[src/rename_pkg.sv]
package rename_pkg;

  // architectural register file size, x0 included
  localparam int NUM_ARCH_REGS = 32;

  // physical register file size
  // the first NUM_ARCH_REGS entries hold the reset mapping
  localparam int NUM_PHYS_REGS = 64;

  // index widths
  localparam int ARCH_W = $clog2(NUM_ARCH_REGS);
  localparam int PHYS_W = $clog2(NUM_PHYS_REGS);

  // slots renamed per cycle
  // also the number of free list offers and commit free ports
  localparam int RENAME_WIDTH = 2;

endpackage

[src/first_bit_finder.sv]
`timescale 1ns/1ps

module first_bit_finder import rename_pkg::*; (
  input  logic [NUM_PHYS_REGS-1:0] bits,
  // 1 looks for the lowest set bit, 0 for the lowest clear bit
  input  logic                     find_true,
  output logic [PHYS_W-1:0]        first_index,
  // low when every bit has the other value
  output logic                     found
);

  logic [NUM_PHYS_REGS-1:0] target_bits;

  // fold the polarity in so the scan only looks for ones
  always_comb begin
    target_bits = find_true ? bits : ~bits;
  end

  // scan from the top down
  // a lower hit overwrites a higher one, so the lowest index wins
  always_comb begin
    first_index = '0;
    found       = 1'b0;
    for (int i = NUM_PHYS_REGS - 1; i >= 0; i--) begin
      if (target_bits[i]) begin
        first_index = PHYS_W'(i);
        found       = 1'b1;
      end
    end
  end

endmodule

[src/free_list.sv]
`timescale 1ns/1ps

module free_list import rename_pkg::*; (
  input  logic                                 clk,
  input  logic                                 rst,
  // from the rat
  // take[0] uses offer 0
  // take[1] uses offer 0 when slot 0 takes nothing, else offer 1
  input  logic [RENAME_WIDTH-1:0]              take,
  output logic [RENAME_WIDTH-1:0][PHYS_W-1:0]  free_preg_offer,
  output logic [RENAME_WIDTH-1:0]              free_avail,
  // commit frees
  input  logic [RENAME_WIDTH-1:0]              free_valid,
  input  logic [RENAME_WIDTH-1:0][PHYS_W-1:0]  free_preg
);

  // one bit per physical register, set while the register is mapped or in flight
  logic [NUM_PHYS_REGS-1:0] in_use;
  logic [NUM_PHYS_REGS-1:0] in_use_nxt;
  // in-use map with offer 0 treated as taken, for the second search
  logic [NUM_PHYS_REGS-1:0] in_use_masked;
  // index consumed by slot 1's take
  logic [PHYS_W-1:0]        take1_preg;

  // lowest clear bit of the map
  first_bit_finder first_free_inst (
    .bits        (in_use),
    .find_true   (1'b0),
    .first_index (free_preg_offer[0]),
    .found       (free_avail[0])
  );

  // hide offer 0 so the second finder returns the next lowest
  always_comb begin
    in_use_masked = in_use;
    if (free_avail[0]) begin
      in_use_masked[free_preg_offer[0]] = 1'b1;
    end
  end

  first_bit_finder second_free_inst (
    .bits        (in_use_masked),
    .find_true   (1'b0),
    .first_index (free_preg_offer[1]),
    .found       (free_avail[1])
  );

  // slot 1 falls back to offer 0 if slot 0 left it untouched
  assign take1_preg = take[0] ? free_preg_offer[1] : free_preg_offer[0];

  // frees clear first, then takes set
  // same index freed and taken in one cycle is excluded upstream
  always_comb begin
    in_use_nxt = in_use;
    for (int i = 0; i < RENAME_WIDTH; i++) begin
      if (free_valid[i]) begin
        in_use_nxt[free_preg[i]] = 1'b0;
      end
    end
    if (take[0]) begin
      in_use_nxt[free_preg_offer[0]] = 1'b1;
    end
    if (take[1]) begin
      in_use_nxt[take1_preg] = 1'b1;
    end
  end

  // reset state: the identity mapping holds registers 0 .. NUM_ARCH_REGS-1
  always_ff @(posedge clk) begin
    if (!rst) begin
      in_use <= {{(NUM_PHYS_REGS - NUM_ARCH_REGS){1'b0}}, {NUM_ARCH_REGS{1'b1}}};
    end else begin
      in_use <= in_use_nxt;
    end
  end

  // the rat may only consume offers that exist
  // this ties the rat's ready computation to the offers made here
  take0_has_offer: assert property (
    @(posedge clk) disable iff (!rst)
    take[0] |-> free_avail[0]
  ) else $error("take[0] without an available offer");

  take1_has_offer: assert property (
    @(posedge clk) disable iff (!rst)
    take[1] |-> (take[0] ? free_avail[1] : free_avail[0])
  ) else $error("take[1] without an available offer");

  for (genvar g = 0; g < RENAME_WIDTH; g++) begin : gen_free_checks
    // commit can only release what rename handed out
    free_is_in_use: assert property (
      @(posedge clk) disable iff (!rst)
      free_valid[g] |-> in_use[free_preg[g]]
    ) else $error("free of physical register %0d that is not in use", free_preg[g]);

    // p0 backs x0 forever
    free_not_zero: assert property (
      @(posedge clk) disable iff (!rst)
      free_valid[g] |-> (free_preg[g] != '0)
    ) else $error("free of physical register 0");
  end

endmodule

[src/rat.sv]
`timescale 1ns/1ps

module rat import rename_pkg::*; (
  input  logic                                 clk,
  input  logic                                 rst,
  // decoded slots from upstream
  input  logic [RENAME_WIDTH-1:0]              in_valid,
  input  logic [RENAME_WIDTH-1:0][ARCH_W-1:0]  src1_arch,
  input  logic [RENAME_WIDTH-1:0][ARCH_W-1:0]  src2_arch,
  input  logic [RENAME_WIDTH-1:0][ARCH_W-1:0]  dst_arch,
  input  logic [RENAME_WIDTH-1:0]              dst_wr,
  // level stall from the rob
  input  logic                                 rob_stall,
  output logic                                 ready,
  // free list offers
  input  logic [RENAME_WIDTH-1:0][PHYS_W-1:0]  free_preg_offer,
  input  logic [RENAME_WIDTH-1:0]              free_avail,
  output logic [RENAME_WIDTH-1:0]              take,
  // renamed slots, one cycle after accept
  output logic [RENAME_WIDTH-1:0]              out_valid,
  output logic [RENAME_WIDTH-1:0][PHYS_W-1:0]  src1_phys,
  output logic [RENAME_WIDTH-1:0][PHYS_W-1:0]  src2_phys,
  output logic [RENAME_WIDTH-1:0][PHYS_W-1:0]  dst_phys,
  output logic [RENAME_WIDTH-1:0][PHYS_W-1:0]  old_dst_phys
);

  // architectural to physical map
  logic [NUM_ARCH_REGS-1:0][PHYS_W-1:0] map_table;

  // slot really allocates: live, writes, and not x0
  logic [RENAME_WIDTH-1:0]              wr;
  logic                                 accept;
  // register each slot would get
  logic [RENAME_WIDTH-1:0][PHYS_W-1:0]  new_phys;
  // combinational rename results, before the output registers
  logic [RENAME_WIDTH-1:0][PHYS_W-1:0]  src1_rd;
  logic [RENAME_WIDTH-1:0][PHYS_W-1:0]  src2_rd;
  logic [RENAME_WIDTH-1:0][PHYS_W-1:0]  old_rd;
  logic [RENAME_WIDTH-1:0][PHYS_W-1:0]  dst_rd;

  always_comb begin
    for (int i = 0; i < RENAME_WIDTH; i++) begin
      wr[i] = in_valid[i] && dst_wr[i] && (dst_arch[i] != '0);
    end
  end

  // enough offers for every allocating slot, and the rob can take results
  // offer 1 only exists when offer 0 does
  always_comb begin
    if (rob_stall) begin
      ready = 1'b0;
    end else if (wr[0] && wr[1]) begin
      ready = free_avail[1];
    end else if (wr[0] || wr[1]) begin
      ready = free_avail[0];
    end else begin
      ready = 1'b1;
    end
  end

  assign accept = ready && (|in_valid);

  // slot 1 gets offer 0 when slot 0 does not allocate
  assign new_phys[0] = free_preg_offer[0];
  assign new_phys[1] = wr[0] ? free_preg_offer[1] : free_preg_offer[0];

  assign take[0] = accept && wr[0];
  assign take[1] = accept && wr[1];

  // table reads plus the slot 0 to slot 1 bypass
  // x0 never hits the bypass because wr[0] excludes it
  always_comb begin
    src1_rd[0] = map_table[src1_arch[0]];
    src2_rd[0] = map_table[src2_arch[0]];
    old_rd[0]  = map_table[dst_arch[0]];

    src1_rd[1] = map_table[src1_arch[1]];
    src2_rd[1] = map_table[src2_arch[1]];
    old_rd[1]  = map_table[dst_arch[1]];
    if (wr[0] && (src1_arch[1] == dst_arch[0])) begin
      src1_rd[1] = new_phys[0];
    end
    if (wr[0] && (src2_arch[1] == dst_arch[0])) begin
      src2_rd[1] = new_phys[0];
    end
    // WAW inside the group: slot 1 replaces slot 0's fresh mapping
    if (wr[0] && (dst_arch[1] == dst_arch[0])) begin
      old_rd[1] = new_phys[0];
    end

    // non-writing slots report the mapping they see
    for (int i = 0; i < RENAME_WIDTH; i++) begin
      dst_rd[i] = wr[i] ? new_phys[i] : old_rd[i];
    end
  end

  // map table, identity after reset
  // slot 1 is written last so it wins on a shared destination
  always_ff @(posedge clk) begin
    if (!rst) begin
      for (int i = 0; i < NUM_ARCH_REGS; i++) begin
        map_table[i] <= PHYS_W'(i);
      end
    end else if (accept) begin
      if (wr[0]) begin
        map_table[dst_arch[0]] <= new_phys[0];
      end
      if (wr[1]) begin
        map_table[dst_arch[1]] <= new_phys[1];
      end
    end
  end

  // out_valid follows accept, drops when idle, holds under stall
  always_ff @(posedge clk) begin
    if (!rst) begin
      out_valid <= '0;
    end else if (accept) begin
      out_valid <= in_valid;
    end else if (!rob_stall) begin
      out_valid <= '0;
    end
  end

  // payload only loads on accept
  always_ff @(posedge clk) begin
    if (accept) begin
      src1_phys    <= src1_rd;
      src2_phys    <= src2_rd;
      dst_phys     <= dst_rd;
      old_dst_phys <= old_rd;
    end
  end

  // two allocations in one group need two different registers
  // depends on the free list offering distinct indices
  take_distinct: assert property (
    @(posedge clk) disable iff (!rst)
    (take[0] && take[1]) |-> (new_phys[0] != new_phys[1])
  ) else $error("both slots allocated physical register %0d", new_phys[0]);

endmodule

[src/rename_stage.sv]
`timescale 1ns/1ps

module rename_stage import rename_pkg::*; (
  input  logic                                 clk,
  input  logic                                 rst,
  // decoded slots
  input  logic [RENAME_WIDTH-1:0]              in_valid,
  input  logic [RENAME_WIDTH-1:0][ARCH_W-1:0]  src1_arch,
  input  logic [RENAME_WIDTH-1:0][ARCH_W-1:0]  src2_arch,
  input  logic [RENAME_WIDTH-1:0][ARCH_W-1:0]  dst_arch,
  input  logic [RENAME_WIDTH-1:0]              dst_wr,
  // commit frees
  input  logic [RENAME_WIDTH-1:0]              free_valid,
  input  logic [RENAME_WIDTH-1:0][PHYS_W-1:0]  free_preg,
  input  logic                                 rob_stall,
  output logic                                 ready,
  // renamed slots
  output logic [RENAME_WIDTH-1:0]              out_valid,
  output logic [RENAME_WIDTH-1:0][PHYS_W-1:0]  src1_phys,
  output logic [RENAME_WIDTH-1:0][PHYS_W-1:0]  src2_phys,
  output logic [RENAME_WIDTH-1:0][PHYS_W-1:0]  dst_phys,
  output logic [RENAME_WIDTH-1:0][PHYS_W-1:0]  old_dst_phys
);

  // free list to rat
  logic [RENAME_WIDTH-1:0][PHYS_W-1:0] free_preg_offer;
  logic [RENAME_WIDTH-1:0]             free_avail;
  // rat to free list
  logic [RENAME_WIDTH-1:0]             take;

  rat rat_inst (
    .clk             (clk),
    .rst             (rst),
    .in_valid        (in_valid),
    .src1_arch       (src1_arch),
    .src2_arch       (src2_arch),
    .dst_arch        (dst_arch),
    .dst_wr          (dst_wr),
    .rob_stall       (rob_stall),
    .ready           (ready),
    .free_preg_offer (free_preg_offer),
    .free_avail      (free_avail),
    .take            (take),
    .out_valid       (out_valid),
    .src1_phys       (src1_phys),
    .src2_phys       (src2_phys),
    .dst_phys        (dst_phys),
    .old_dst_phys    (old_dst_phys)
  );

  // offers are combinational, so takes and frees land on the same edge
  free_list free_list_inst (
    .clk             (clk),
    .rst             (rst),
    .take            (take),
    .free_preg_offer (free_preg_offer),
    .free_avail      (free_avail),
    .free_valid      (free_valid),
    .free_preg       (free_preg)
  );

endmodule

[config.mk]
export PLATFORM = sky130hd
export DESIGN_NAME = rename_stage
export DESIGN_NICKNAME = d
export VERILOG_FILES = /design/src/rename_pkg.sv /design/src/first_bit_finder.sv /design/src/free_list.sv /design/src/rat.sv /design/src/rename_stage.sv
export SDC_FILE = /design/constraint.sdc
export NUM_CORES = 2
export LEC_CHECK = 0
export BUFFER_PORTS_ARGS = -buffer_cell sky130_fd_sc_hd__buf_2
export CORE_MARGIN = 5
export CORE_UTILIZATION = 30
export CTS_CLUSTER_DIAMETER = 100
export DETAILED_ROUTE_END_ITERATION = 8
export SLEW_MARGIN = 5
export SYNTH_ARGS = -nofsm -noshare
export SYNTH_HDL_FRONTEND = slang
export SYNTH_SLANG_ARGS = --single-unit
[constraint.sdc]
create_clock -name clk -period 7.87 [get_ports clk]
set_clock_uncertainty 0.2 [all_clocks]
set_input_delay 1.574 -clock clk [delete_from_list [all_inputs] [get_ports clk]]
set_output_delay 1.574 -clock clk [all_outputs]
set_load 0.01 [all_outputs]
==> impl_metrics.csv <==
group,metric,value,unit
worst_hold_path,hp-start,"rat_inst.out_valid[0]",
sta,tightestPinTransition,1430,ps
synth,postSynthAreaPerCell,9.49,sq um
clock_tree,insertion_delay,600,ps
global_route,antenna_found_initial,7,
clock_tree,cts_sinks,306,
route,postRouteAntennaNets,0,
global_route,grtUsageTotal,27.6,%
sta,tns,0,ps
global_route,grt_overflow,0,
synth,yosysSeqAreaShare,24.6,%
final_layout,drive_gt1_share,24.5,%
sta,rsz0062_at_grt,"false",
global_route,grt_max_degree,117,
worst_setup_path,worstSetupEndpointType,"output pin",
clock_tree,clockBufferDepth,3,
route,first_iter_violations,5074,
sta,period_needed,7380,ps
clock_tree,clk_root_buffer_cell,"clkbuf_16",
synth,async_flop_share,0,%
sta,fmax,136,MHz
floorplanning,row_count,109,
clock_tree,ctsResizeCount,0,
sta,maxSlewViolCount,0,
clock_tree,numCtsBuffers,38,
worst_setup_path,crit_fanout,19,
placed_design,finalWeightedCongestion,1.05,
final_layout,nets,2844,
sta,hold_violations,0,
route,via_per_inst,7.17,
worst_hold_path,min_delay_path_depth,2,
final_layout,fill_cells,9092,
power,swShare,37.7,%
placed_design,port_buffers,101,
global_route,grt_pass1_vias,26113,
floorplanning,dieArea,95800,sq um
final_layout,final_area,29900,sq um
route,via_count,28610,
synth,yosysWarnings,0,
run_status,status,"finished, final reports clean",
clock_tree,path_clk_slew,70,ps
flow_run,cap_violations,0,
worst_setup_path,cp-start-kind,"flop",
worst_setup_path,r2r_end,"rat_inst.map_table[63]",
clock_tree,ctsHtreeMaxLevel,2,
route,drt_drc_violations_left,0,
worst_hold_path,worstHoldEndpoint,"rat_inst.out_valid[0]",
floorplanning,coreArea,88600,sq um
worst_setup_path,worst-path-stages,11,
worst_hold_path,hp-class,"flop to flop",
power,pwr-share-seq,33.7,%
worst_setup_path,rr_worst_depth,12,
clock_tree,cts_setup_buffers,0,
worst_setup_path,required,6100,ps
worst_setup_path,crit_slowest_cell,"a21oi_2",
final_layout,layout_common_cells,"mux4_2 (352), nand2_1 (282), a21oi_1 (273)",
synth,syn_nets,2887,
synth,synthCells,2836,
final_layout,syn2layout_area_growth,11.0,%
placed_design,place_hpwl,98700,um
power,pwr-share-comb,28.0,%
worst_setup_path,critPathMaxStageDelay,910,ps
floorplanning,io_pins,102,
worst_setup_path,reg2reg_from,"free_list_inst.in_use[10]",
synth,ys_ff_latch,306,
floorplanning,die_h,309,um
power,finalPower,4970,uW
worst_setup_path,crit_type,"flop to output pin",
worst_setup_path,path_buf_inv,1,
final_layout,final_util,33.7,%
placed_design,dpl_cell_area,28500,sq um
power,internal_power,3090,uW
sta,maxSlewHeadroom,3.74,%
floorplanning,die_x,309,um
synth,synth_cell_types,101,
final_layout,layout_commonest_cell,"mux4_2",
clock_tree,cts_tree,"yes",
floorplanning,start_util,30.4,%
power,p_leak,0.00973,uW
sta,min_period_over_period,93.7,%
worst_setup_path,cp_cell_sequence,"nand4_1 > a311oi_2 > o211ai_2 > a21oi_2 > and2_1 > a32o_1 > nand3_1 > nor4_2 > nand3_1 > and2_1 > buf_2",
power,ir_drop,148,uV
final_layout,multi_input_comb_area,19200,sq um
synth,synth_edf_count,48,
route,dr.pass1.iters,8,
power,clockPowerShare,38.4,%
worst_setup_path,cp.arrival,5600,ps
synth,syn_area,26900,sq um
worst_setup_path,path_delay_family,"compound AO/OA/AOI/OAI gates",
route,wl_per_cell,34.6,um
worst_setup_path,reg2reg_slack,930,ps
sta,setup_violations,0,
clock_tree,holdBufCountCts,0,
synth,synthFlopType,"dfxtp_1",
power,p_switching,1880,uW
sta,timing.hold.ws,305,ps
route,drt_wl_total,138000,um
global_route,grt_pass1_wl,195000,um
final_layout,ff_latch_area,6610,sq um
power,powerDensity,166,nW/um^2
==> power by group through the flow <==
stage / Sequential, uW / Clock, uW / Combinational [uW]
2_1_floorplan: 1700 / 0 / 764
3_5_place_dp: 1700 / 0 / 1320
6_report: 1670 / 1910 / 1390
3_3_place_gp: 1700 / 0 / 1320
4_1_cts: 1670 / 1900 / 1320
5_1_grt: 1680 / 1960 / 1400
==> cell usage after synthesis, drive strengths merged (30+ instances only) <==
cell	instances	area share, %
clkbuf	181	2.5
dfxtp	258	19
a21oi	277	5.2
nor3	78	1.6
mux4	352	29
a22oi	49	1.4
o31ai	34	0.95
nor2	191	2.7
a211oi	31	0.94
edfxtp	48	5.4
nand4	36	0.94
o32ai	30	1.1
o211ai	38	1.1
nand3	75	1.4
o21ai	213	4.0
a31oi	58	1.3
inv	43	0.60
buf	78	1.3
o221ai	36	1.2
nand2	286	4.0
a221oi	47	1.6
==> stage by stage <==
step / instances / worst slack [ps]
after detailed placement: 3918 / 1250
after global placement: 3918 / 1080
after CTS: 3987 / 651
after floorplan: 2836 / 2070
final: 3989 / 493
after global routing: 3987 / 326
==> metal layers <==
| metal | vias up | routed length [um] | share of wire [%] | track usage, % |
|---|---|---|---|---|
| li1 | 11446 | - | - | - |
| met1 | 13986 | 48600 | 35 | 35.1 |
| met2 | 2607 | 58800 | 43 | 41.2 |
| met3 | 563 | 19600 | 14 | 9.00 |
| met4 | 8 | 10900 | 7.9 | 16.4 |
| met5 | - | 57 | 0.041 | 0 |
==> worst reg2reg max path: stages, from the launching register on <==
cell and delay [ps]:
dfxtp_1 550, nand4_1 180, a311oi_2 590, o211ai_2 450, a21oi_2 910, and2_1 620
a32o_1 370, nand3_1 190, nor4_2 610, a31o_4 620, inv_6 460, nand2b_1 770
o2111ai_1 210
==> sequential cells by signal (all words and copies together) (netlist names) <==
register               cells
rat_inst.map_table       192
free_list_inst.in_use     64
rat_inst.dst_phys         12
rat_inst.old_dst_phys     12
rat_inst.src1_phys        12
rat_inst.src2_phys        12
rat_inst.out_valid         2
==> worst max path at each step <==
stage	from	end	slack, ps
2_1_floorplan	dst_arch[0]	rat_inst.dst_phys[0]	2070
3_3_place_gp	dst_arch[3]	rat_inst.map_table[126]	1080
3_5_place_dp	free_list_inst.in_use[59]	rat_inst.map_table[63]	1250
4_1_cts	free_list_inst.in_use[10]	ready	650
5_1_grt	free_list_inst.in_use[18]	ready	330
6_report	free_list_inst.in_use[10]	ready	490
==> area by class of cell <==
cell class | count | area share (%)
clock inverters | 20 | 0.767
repair buffers | 176 | 3.64
inverters | 43 | 0.561
multi-input cells | 2228 | 64.4
flip-flops and latches | 306 | 22.1
clock buffers | 49 | 3.63
well taps | 1165 | 4.88
diodes | 2 | 0.0168
==> logic make-up (layout without fill, tap and decap cells) <==
| group | Yosys count | in the layout | synth area share, % |
|---|---|---|---|
| adder cells (fa/ha/maj) | 5 | 5 | 0.186 |
| AO/OA/AOI/OAI | 998 | 998 | 24.6 |
| flip-flops | 306 | 306 | 24.6 |
| other | 0 | 2 | 0 |
| XOR/XNOR | 16 | 16 | 0.521 |
| AND/OR/NAND/NOR | 819 | 819 | 14.7 |
| multiplexers | 390 | 390 | 31.0 |
| buffers and inverters | 302 | 288 | 4.40 |
(Power assumes the default switching activity.)
